$ cat src/hdl/board_defines.svh
`ifndef BOARD_DEFINES_SVH
`define BOARD_DEFINES_SVH

// Board clock and serial link

`define BOARD_CLK_MHZ       27
`define UART_BAUD           115200

// Truncated to a whole number of clocks, 234 at 27 MHz
`define UART_CLKS_PER_BIT   ((`BOARD_CLK_MHZ * 1000000) / `UART_BAUD)

// Byte buffer, keep it a power of two

`define FIFO_DEPTH          16

// Board I/O widths

`define W_KEY               2     // The last key is the reset
`define W_LED               6

`endif
$ cat src/hdl/board_pkg.sv
`default_nettype none

package board_pkg;

    // Packed from LED [5] down to LED [0]

    typedef struct packed
    {
        logic       overflow;     // Sticky, FIFO dropped a byte
        logic       framing_err;  // Sticky, a frame had a low stop bit
        logic [3:0] fill;         // Low bits of the FIFO level
    } board_status_t;

endpackage

`default_nettype wire

$ cat src/hdl/serial_pkg.sv
`default_nettype none

package serial_pkg;

    //------------------------------------------------------------

    typedef struct packed
    {
        logic       framing_err;  // Stop bit sampled low
        logic [7:0] data;         // Character, bit 0 first on the line
    } rx_byte_t;

    //------------------------------------------------------------

    typedef enum logic [1:0]
    {
        TX_IDLE,
        TX_START,
        TX_DATA,
        TX_STOP
    } tx_state_t;

endpackage

`default_nettype wire

$ cat src/hdl/board_top.sv
`timescale 1ns/1ps
`default_nettype none

`include "board_defines.svh"

module board_top
(
    input  logic                CLK,
    input  logic [`W_KEY - 1:0] KEY,
    input  logic                UART_RX,
    output logic                UART_TX,
    output logic [`W_LED - 1:0] LED
);

    import serial_pkg::*;
    import board_pkg::*;

    wire clk = CLK;

    logic                                 reset;
    logic                                 case_swap;
    rx_byte_t                             rx_byte;
    logic                                 rx_strobe;
    rx_byte_t                             head;
    logic                                 empty;
    logic                                 pop;
    logic [$clog2(`FIFO_DEPTH + 1) - 1:0] fill;
    logic                                 overflow;
    logic                                 framing_seen;
    board_status_t                        status;

    // Keys read low when pressed
    assign reset     = ~KEY[`W_KEY - 1];
    assign case_swap = ~KEY[0];

    //------------------------------------------------------------

    uart_receiver i_receiver
    (
        .clk       ( clk       ),
        .reset     ( reset     ),
        .rx        ( UART_RX   ),
        .rx_byte   ( rx_byte   ),
        .rx_strobe ( rx_strobe )
    );

    byte_fifo i_fifo
    (
        .clk       ( clk       ),
        .reset     ( reset     ),
        .push      ( rx_strobe ),
        .push_data ( rx_byte   ),
        .pop       ( pop       ),
        .head      ( head      ),
        .empty     ( empty     ),
        .fill      ( fill      ),
        .overflow  ( overflow  )
    );

    uart_transmitter i_transmitter
    (
        .clk       ( clk       ),
        .reset     ( reset     ),
        .empty     ( empty     ),
        .head      ( head      ),
        .case_swap ( case_swap ),
        .pop       ( pop       ),
        .tx        ( UART_TX   )
    );

    //------------------------------------------------------------

    always_ff @(posedge clk)
    begin
        if (reset)
            framing_seen <= 1'b0;
        else if (rx_strobe && rx_byte.framing_err)
            framing_seen <= 1'b1;
    end

    always_comb
    begin
        status.overflow    = overflow;
        status.framing_err = framing_seen;
        status.fill        = fill[3:0];  // A full FIFO wraps to zero here
    end

    assign LED = ~status;  // LEDs are active low

endmodule

`default_nettype wire

$ cat src/hdl/uart_transmitter.sv
`timescale 1ns/1ps
`default_nettype none

`include "board_defines.svh"

module uart_transmitter
(
    input  logic                 clk,
    input  logic                 reset,
    input  logic                 empty,
    input  serial_pkg::rx_byte_t head,
    input  logic                 case_swap,
    output logic                 pop,
    output logic                 tx
);

    import serial_pkg::*;

    localparam int clks_per_bit = `UART_CLKS_PER_BIT;
    localparam int w_cnt        = $clog2 (clks_per_bit);

    tx_state_t        state;
    logic [w_cnt-1:0] clk_cnt;
    logic [2:0]       bit_idx;
    logic [7:0]       shift;
    logic             load;
    logic             bit_end;
    logic             next_bit;

    function automatic logic [7:0] swap_case (input logic [7:0] c);
        logic is_letter;
        is_letter = (c >= "A" && c <= "Z") || (c >= "a" && c <= "z");
        return is_letter ? (c ^ 8'h20) : c;  // Bit 5 selects the case
    endfunction

    assign load     = (state == TX_IDLE) && !empty;
    assign bit_end  = (state != TX_IDLE) && (clk_cnt == '0);
    assign next_bit = bit_end && (state == TX_START
                      || (state == TX_DATA && bit_idx != 3'd7));

    //------------------------------------------------------------

    always_ff @(posedge clk)
    begin
        if (load)
            shift <= case_swap ? swap_case (head.data) : head.data;
        else if (next_bit)
            shift <= shift >> 1;
    end

    always_ff @(posedge clk)
    begin
        if (reset)
        begin
            state   <= TX_IDLE;
            clk_cnt <= '0;
            bit_idx <= '0;
            pop     <= 1'b0;
            tx      <= 1'b1;
        end
        else
        begin
            pop <= 1'b0;

            if (load)
            begin
                pop     <= 1'b1;  // Head leaves the FIFO on this pulse
                tx      <= 1'b0;  // Start bit
                clk_cnt <= w_cnt'(clks_per_bit - 1);
                state   <= TX_START;
            end
            else if (state != TX_IDLE && clk_cnt != '0)
                clk_cnt <= clk_cnt - 1'b1;
            else if (bit_end)
            begin
                clk_cnt <= w_cnt'(clks_per_bit - 1);

                case (state)
                    TX_START:
                    begin
                        tx      <= shift[0];
                        bit_idx <= '0;
                        state   <= TX_DATA;
                    end
                    TX_DATA:
                    begin
                        if (bit_idx == 3'd7)
                        begin
                            tx    <= 1'b1;  // Stop bit
                            state <= TX_STOP;
                        end
                        else
                        begin
                            tx      <= shift[0];
                            bit_idx <= bit_idx + 1'b1;
                        end
                    end
                    default:
                        state <= TX_IDLE;
                endcase
            end
        end
    end

endmodule

`default_nettype wire

$ cat src/hdl/byte_fifo.sv
`timescale 1ns/1ps
`default_nettype none

`include "board_defines.svh"

module byte_fifo
(
    input  logic                                 clk,
    input  logic                                 reset,
    input  logic                                 push,
    input  serial_pkg::rx_byte_t                 push_data,
    input  logic                                 pop,
    output serial_pkg::rx_byte_t                 head,
    output logic                                 empty,
    output logic [$clog2(`FIFO_DEPTH + 1) - 1:0] fill,
    output logic                                 overflow
);

    import serial_pkg::*;

    localparam int depth  = `FIFO_DEPTH;
    localparam int w_ptr  = $clog2 (depth);
    localparam int w_fill = $clog2 (depth + 1);

    rx_byte_t         mem [depth];
    logic [w_ptr-1:0] wr_ptr;
    logic [w_ptr-1:0] rd_ptr;
    logic             full;
    logic             do_push;
    logic             do_pop;

    assign full    = (fill == w_fill'(depth));
    assign empty   = (fill == '0);
    assign do_push = push & ~full;   // A push into a full buffer is lost
    assign do_pop  = pop  & ~empty;
    assign head    = mem[rd_ptr];

    //------------------------------------------------------------

    always_ff @(posedge clk)
    begin
        if (do_push)
            mem[wr_ptr] <= push_data;
    end

    always_ff @(posedge clk)
    begin
        if (reset)
        begin
            wr_ptr   <= '0;
            rd_ptr   <= '0;
            fill     <= '0;
            overflow <= 1'b0;
        end
        else
        begin
            if (do_push)
                wr_ptr <= wr_ptr + 1'b1;  // Wraps, depth is a power of two

            if (do_pop)
                rd_ptr <= rd_ptr + 1'b1;

            if (do_push && !do_pop)
                fill <= fill + 1'b1;
            else if (do_pop && !do_push)
                fill <= fill - 1'b1;

            if (push && full)
                overflow <= 1'b1;  // Sticky until reset
        end
    end

endmodule

`default_nettype wire

$ cat src/hdl/uart_receiver.sv
`timescale 1ns/1ps
`default_nettype none

`include "board_defines.svh"

module uart_receiver
(
    input  logic                 clk,
    input  logic                 reset,
    input  logic                 rx,
    output serial_pkg::rx_byte_t rx_byte,
    output logic                 rx_strobe
);

    import serial_pkg::*;

    localparam int clks_per_bit = `UART_CLKS_PER_BIT;
    localparam int half_bit     = clks_per_bit / 2;
    localparam int w_cnt        = $clog2 (clks_per_bit);

    logic [2:0]       rx_pipe;     // Two sync stages plus the previous value
    logic             rx_bit;
    logic             start_edge;
    logic             busy;
    logic [w_cnt-1:0] clk_cnt;
    logic [3:0]       bit_idx;     // 0 start, 1 to 8 data, 9 stop
    logic             sample;
    logic [7:0]       shift;

    //------------------------------------------------------------

    always_ff @(posedge clk)
    begin
        if (reset)
            rx_pipe <= '1;  // Line idles high
        else
            rx_pipe <= {rx_pipe[1:0], rx};
    end

    assign rx_bit     = rx_pipe[1];
    assign start_edge = rx_pipe[2] & ~rx_pipe[1];
    assign sample     = busy && (clk_cnt == '0);

    //------------------------------------------------------------

    always_ff @(posedge clk)
    begin
        if (reset)
        begin
            busy      <= 1'b0;
            clk_cnt   <= '0;
            bit_idx   <= '0;
            rx_strobe <= 1'b0;
        end
        else
        begin
            rx_strobe <= 1'b0;

            if (!busy)
            begin
                if (start_edge)
                begin
                    busy    <= 1'b1;
                    clk_cnt <= w_cnt'(half_bit);  // Land in the middle of the start bit
                    bit_idx <= '0;
                end
            end
            else if (clk_cnt != '0)
                clk_cnt <= clk_cnt - 1'b1;
            else
            begin
                clk_cnt <= w_cnt'(clks_per_bit - 1);
                bit_idx <= bit_idx + 1'b1;

                if (bit_idx == 4'd0 && rx_bit)  // Glitch, not a real start bit
                    busy <= 1'b0;
                else if (bit_idx == 4'd9)
                begin
                    busy      <= 1'b0;
                    rx_strobe <= 1'b1;
                end
            end
        end
    end

    // Data path, LSB arrives first

    always_ff @(posedge clk)
    begin
        if (sample && bit_idx >= 4'd1 && bit_idx <= 4'd8)
            shift <= {rx_bit, shift[7:1]};

        if (sample && bit_idx == 4'd9)
        begin
            rx_byte.data        <= shift;
            rx_byte.framing_err <= ~rx_bit;
        end
    end

endmodule

`default_nettype wire

$ cat config.mk
export PLATFORM = sky130hd
export DESIGN_NAME = board_top
export DESIGN_NICKNAME = d
export VERILOG_FILES = /design/src/hdl/board_pkg.sv /design/src/hdl/serial_pkg.sv /design/src/hdl/board_top.sv /design/src/hdl/uart_transmitter.sv /design/src/hdl/byte_fifo.sv /design/src/hdl/uart_receiver.sv
export VERILOG_INCLUDE_DIRS = /design/src /design/src/hdl
export SDC_FILE = /design/constraint.sdc
export NUM_CORES = 1
export LEC_CHECK = 0
export BUFFER_PORTS_ARGS = -buffer_cell sky130_fd_sc_hd__buf_2
export CAP_MARGIN = 30
export CORE_ASPECT_RATIO = 1.5
export CORE_UTILIZATION = 40
export CTS_BUF_LIST = sky130_fd_sc_hd__clkbuf_8
export DETAILED_ROUTE_END_ITERATION = 7
export SYNTH_ARGS = -nofsm -noshare
export SYNTH_HDL_FRONTEND = slang
export SYNTH_SLANG_ARGS = --single-unit
$ cat constraint.sdc
create_clock -name CLK -period 8.1 [get_ports CLK]
set_input_delay 0.81 -clock CLK [delete_from_list [all_inputs] [get_ports CLK]]
set_output_delay 0.81 -clock CLK [all_outputs]
set_load 0.05 [all_outputs]
; ---- Yosys cells after proc, flatten, opt, wreduce, memory -nomap -nowiden
; Memories as Yosys holds them, arrays and structs flattened. A register that Yosys moved wholly into a read port is not among the register bits.
; Cells that the tools add are included.
; Widths: inputs -> output; s select.
[word_totals]
ram_bits = 144
mem_count = 1
reg_bits = 72
in_bits = 4
[memory_table]
columns = name, depth, width, read_ports, rd_clocked_by_memory_dff, write_ports, line
row1 = i_fifo.mem, 16, 9, 1, 1, 1, byte_fifo.sv:25  ; rx_byte_t mem [depth];
[op_classes]
n_mux = 38
n_bitwise = 12
reduce_logical = 44
eq_ne = 11
n_lt_le_gt_ge = 6
addsub = 8
[ops]
columns = op, n
row1 = $mux 8, 8
row2 = $mux 4, 5
row3 = $ge 8x7->1 const B, 2
row4 = $le 8x7->1 const B, 2
row5 = $logic_and 1x1->1, 16
row6 = $logic_not 8->1, 2
row7 = $mux 1, 16
row8 = $reduce_bool 8->1, 2
row9 = $sub 8x1->8 const B, 2
row10 = $reduce_bool 2->1, 7
row11 = $add 4x1->4 const B, 3
row12 = $mux 6, 2
row13 = $mux 5, 2
row14 = $reduce_and 3->1, 3
row15 = $not 1->1, 8
row16 = $ne 2x2->1 const B, 3
row17 = $not 6->6, 1
row18 = $pmux 3 s2, 1
row19 = $reduce_bool 3->1, 2
row20 = $add 5x1->5 const B, 1
row21 = $eq 5x5->1 const B, 1
row22 = $logic_not 5->1, 1
row23 = $reduce_and 5->1, 1
row24 = $sub 5x1->5 const B, 1
row25 = 22 further kinds, 27

; ---- Logic depth before layout (Yosys ltp)
[depth]
word_depth = 7
ltp_mapped = 14
mapped_depth_nobuf = 13

; ---- By module
; A second synthesis with hierarchy kept.
[unflattened]
cells_unflattened = 596
area_unflattened_um2 = 9028.7
[by_module_without_submodules]
columns = mod, seq_area_each_um2, n_inst, cells_each, area_each_um2
row1 = byte_fifo, 4684.5, 1, 336, 6382.4
row2 = uart_receiver, 850.8, 1, 119, 1402.6
row3 = uart_transmitter, 540.5, 1, 130, 1184.9
row4 = board_top, 20.0, 1, 11, 58.8

; ---- Worst setup path before layout
; OpenSTA, ideal clock, no wires.
[synth_timing]
path_type = reg2reg
startpoint = register i_fifo.fill[0]
endpoint = register i_fifo.fill[4]
setup_slack_ns = 5.287
n_path_buf = 1
arrival_ns = 2.742
stages_incl_launch_ff = 14
cell_sequence = dfxtp_1 > nor4_1 > nand2b_1 > and2_1 > clkbuf_1 > inv_2 > ha_1 > inv_1 > fa_1 > a21o_1 > a21oi_1 > xnor2_1 > or3_1 > a21oi_1
[synth_via]
elab_chain_len = 6
word_cells_on_any_way = 15
[synth_lines]
columns = element, line
row1 = start: declaration, byte_fifo.sv:15  ; output logic [$clog2(`FIFO_DEPTH + 1) - 1:0] fill,
row2 = start signal: assignment, byte_fifo.sv:64  ; fill <= fill + 1'b1;
row3 = start signal: assignment, byte_fifo.sv:66  ; fill <= fill - 1'b1;
row4 = branches (longest 6 deep; another with $sub 5x1->5), n/a
; Parallel ways; which one is timed is not known. The select of a mux whose other input is x is not followed.
; A chain may end at the register's enable or synchronous reset.

; ---- Worst setup path in the final report
; Same ends and word-level chain as after synthesis.

==> flow_metrics.env <==
export IMPL_status="finished, final reports clean"
export IMPL_synth_warnings=0
export IMPL_max_vdd_ir_drop_v=0.000115
export IMPL_place_ws_ns=5.04
export IMPL_clock_sinks=204
export IMPL_ctsResizeCount=0
export IMPL_critPathLaunchType="flop"
export IMPL_seq_area_frac_synth=0.676
export IMPL_reg2reg_slack_ns=4.99
export IMPL_syn_nets=587
export IMPL_hold_violations=0
export IMPL_holdPathStages=1
export IMPL_antenna_found_initial=0
export IMPL_nNetsFinal=614
export IMPL_tightest_slew_ns=0.889
export IMPL_worstPathArrival_ns=3.58
export IMPL_fin_util=0.450
export IMPL_htree_levels=1
export IMPL_drv_slew=0
export IMPL_grt_pass1_vias=4897
export IMPL_min_period_ns=3.11
export IMPL_power_density_mw_per_mm2=208
export IMPL_start_util=0.408
export IMPL_routed_via_density=5.28
export IMPL_total_power_mw=1.90
export IMPL_synth_area_mm2=0.00830
export IMPL_clkLatencyLatePin_ns=0.55
export IMPL_grt_overflow=0
export IMPL_finalSetupViolCount=0
export IMPL_clkTransAtPathRegs_ns=0.07
export IMPL_cts_buffers=29
export IMPL_r2r_end="i_fifo.fill[4]"
export IMPL_hold_path_endpoint="i_receiver.rx_pipe[1]"
export IMPL_synth_seq_cells=204
export IMPL_finClkSkew_ns=0.0106
export IMPL_synth_top_cell_area_share=0.553
export IMPL_die_h_um=178
export IMPL_rsz0062_at_grt="false"
export IMPL_cts_tree="done"
export IMPL_avgRoutedWirePerCell_um=18.1
export IMPL_rr_worst_depth=12
export IMPL_worstSetupEndpointType="flop"
export IMPL_port_buffer_count=10
export IMPL_clockBufferDepth=3
export IMPL_fillCellCount=1847
export IMPL_ys_async_sr_fraction=0
export IMPL_dpl_cell_count=820
export IMPL_fin_area_mm2=0.00916
export IMPL_setup_tns_ns=0
export IMPL_drtIter0Drc=218
export IMPL_dieArea_mm2=0.0214
export IMPL_postSynthCellCount=560
export IMPL_dp_hpwl_um=10500
export IMPL_leakagePower_nw=3.05
export IMPL_rows=64
export IMPL_drc=0
export IMPL_max_freq_mhz=321
export IMPL_cts_setup_buffers=0
export IMPL_vias=4591
export IMPL_finalCritPeriodShare=0.384
export IMPL_grtUsageTotal=0.154
export IMPL_holdWs_ns=0.409
export IMPL_placed_cell_area_mm2=0.00863
export IMPL_stdcell_count=870
export IMPL_dr_pass1_iters=4
export IMPL_postCtsHoldBufs=0
export IMPL_cp_data_required_time_ns=8.57
export IMPL_layout_drive_gt1_share=0.160
export IMPL_hp_class="flop to flop"
export IMPL_antenna_cells=0
export IMPL_final_antenna_net_count=0
export IMPL_yosysUniqueCellTypes=46
export IMPL_setup_ws_ns=4.99
export IMPL_worst_slew_margin_rel=0.405
export IMPL_die_w_um=120
export IMPL_ys_flop_type="edfxtp_1"
export IMPL_post_synth_top_area_cell="edfxtp_1"
export IMPL_grt_max_degree=40
export IMPL_synth_edff_count=153
export IMPL_synth_area_leaders="edfxtp_1 55%, dfxtp_1 12%, mux4_2 9.2%"
export IMPL_crit_fanout=5
export IMPL_reg2reg_from="i_fifo.fill[0]"
export IMPL_root_buffer="clkbuf_8"
export IMPL_syn2layout_area_growth_pct=10.3
export IMPL_coreArea_mm2=0.0203
export IMPL_setup_worst_path_class="flop to flop"
export IMPL_gp_congestion=0.761
export IMPL_io_pins=11
export IMPL_worstHoldStart="i_receiver.rx_pipe[0]"
export IMPL_maxCapViolCount=0
export IMPL_syn_area_per_cell_um2=14.8
export IMPL_wl_um=15800
export IMPL_grt_pass1_wl_um=25400
## layer usage
| layer | GRT usage | part of all wire | vias up |
|---|---|---|---|
| li1 | - | - | 2178 |
| met1 | 0.169 | 0.38 | 2316 |
| met2 | 0.300 | 0.57 | 72 |
| met3 | 0.0214 | 0.028 | 25 |
| met4 | 0.0531 | 0.022 | 0 |
| met5 | 0 | 0 | - |
## cell type report
type                            instances  area, µm²  area share
Clock inverter                         16       66.3     0.00724
Clock buffer                           34        468      0.0511
Multi-Input combinational cell        312       2490       0.272
Timing Repair Buffer                   17        103      0.0112
Tap cell                              264        330      0.0361
Sequential cell                       204       5620       0.613
Inverter                               23       86.3     0.00942
## kinds of logic after synthesis
| family | count (synthesis) | share of synthesized area |
|---|---|---|
| DFF | 204 | 0.676 |
| buffers and inverters | 44 | 0.0240 |
| xor gates and xnor gates | 11 | 0.0116 |
| muxes | 41 | 0.103 |
| and+or+nand+nor | 148 | 0.0833 |
| AOI/OAI and AO/OA | 89 | 0.0661 |
| adders and majority gates | 23 | 0.0356 |
## registers in the layout, indices dropped and copies added, names as in the netlist, named ones only
signal,flops
i_transmitter.shift,8
i_fifo.overflow,1
i_transmitter.state,2
i_fifo.wr_ptr,4
i_transmitter.pop,1
i_receiver.rx_strobe,1
i_receiver.rx_byte,9
i_transmitter.bit_idx,3
i_fifo.fill,5
i_receiver.clk_cnt,8
i_fifo.mem,128
i_transmitter.clk_cnt,8
i_receiver.rx_pipe,3
i_receiver.busy,1
i_transmitter.tx,1
i_fifo.rd_ptr,4
i_receiver.bit_idx,4
i_receiver.shift,8
framing_seen,1
## worst max-delay path, cell delays in order, from the launching register on
cell      delay, ns
dfxtp_1        0.38
nor4_1         0.50
nand2b_1       0.21
and2_1         0.27
inv_2          0.07
ha_1           0.19
inv_1          0.11
fa_1           0.43
a21o_1         0.19
a21oi_1        0.18
xnor2_1        0.09
or3_1          0.30
a21oi_1        0.13
## cells in the mapped netlist (5+ instances only)
library cell	count
nor3_1	10
and3_1	7
nand2b_1	10
a21oi_1	31
nand2_1	36
edfxtp_1	153
nor2_1	51
nand3_1	10
a211o_1	5
clkbuf_1	14
mux4_2	34
xor2_1	7
inv_1	19
o21ai_0	8
nor4_1	7
ha_1	22
a22oi_1	9
o21ai_1	13
dfxtp_1	51
## cells in the final DEF (no fill, tap or decap), types with 8 or more instances in the layout
| master | count |
|---|---|
| nand2b_1 | 10 |
| a22oi_1 | 9 |
| o21ai_0 | 8 |
| mux4_2 | 34 |
| nand3_1 | 10 |
| inv_1 | 30 |
| nor2_1 | 51 |
| edfxtp_1 | 153 |
| clkbuf_8 | 34 |
| ha_1 | 22 |
| o21ai_1 | 13 |
| dfxtp_1 | 50 |
| buf_2 | 10 |
| nand2_1 | 36 |
| a21oi_1 | 31 |
| nor3_1 | 10 |
## where the power goes
| group | internal, mW | switching, mW | leakage [nW] |
|---|---|---|---|
| registers | 1.11 | 0.00646 | 1.79 |
| clock network | 0.378 | 0.369 | 0.314 |
| logic | 0.0134 | 0.0245 | 0.952 |
| total | 1.50 | 0.400 | 3.05 |
## how the worst max path moves through the flow
stage	from	to	slack, ns	cells after the start
6_report	i_fifo.fill[0]	i_fifo.fill[4]	4.99	12
4_1_cts	i_fifo.fill[0]	i_fifo.fill[4]	5.00	12
2_1_floorplan	i_fifo.fill[0]	i_fifo.fill[4]	5.29	13
3_5_place_dp	i_fifo.fill[0]	i_fifo.fill[4]	5.04	12
5_1_grt	i_fifo.fill[0]	i_fifo.fill[4]	4.75	12
3_3_place_gp	i_fifo.fill[0]	i_fifo.fill[4]	5.12	12
Note: power is estimated with default switching activity, not from simulation.
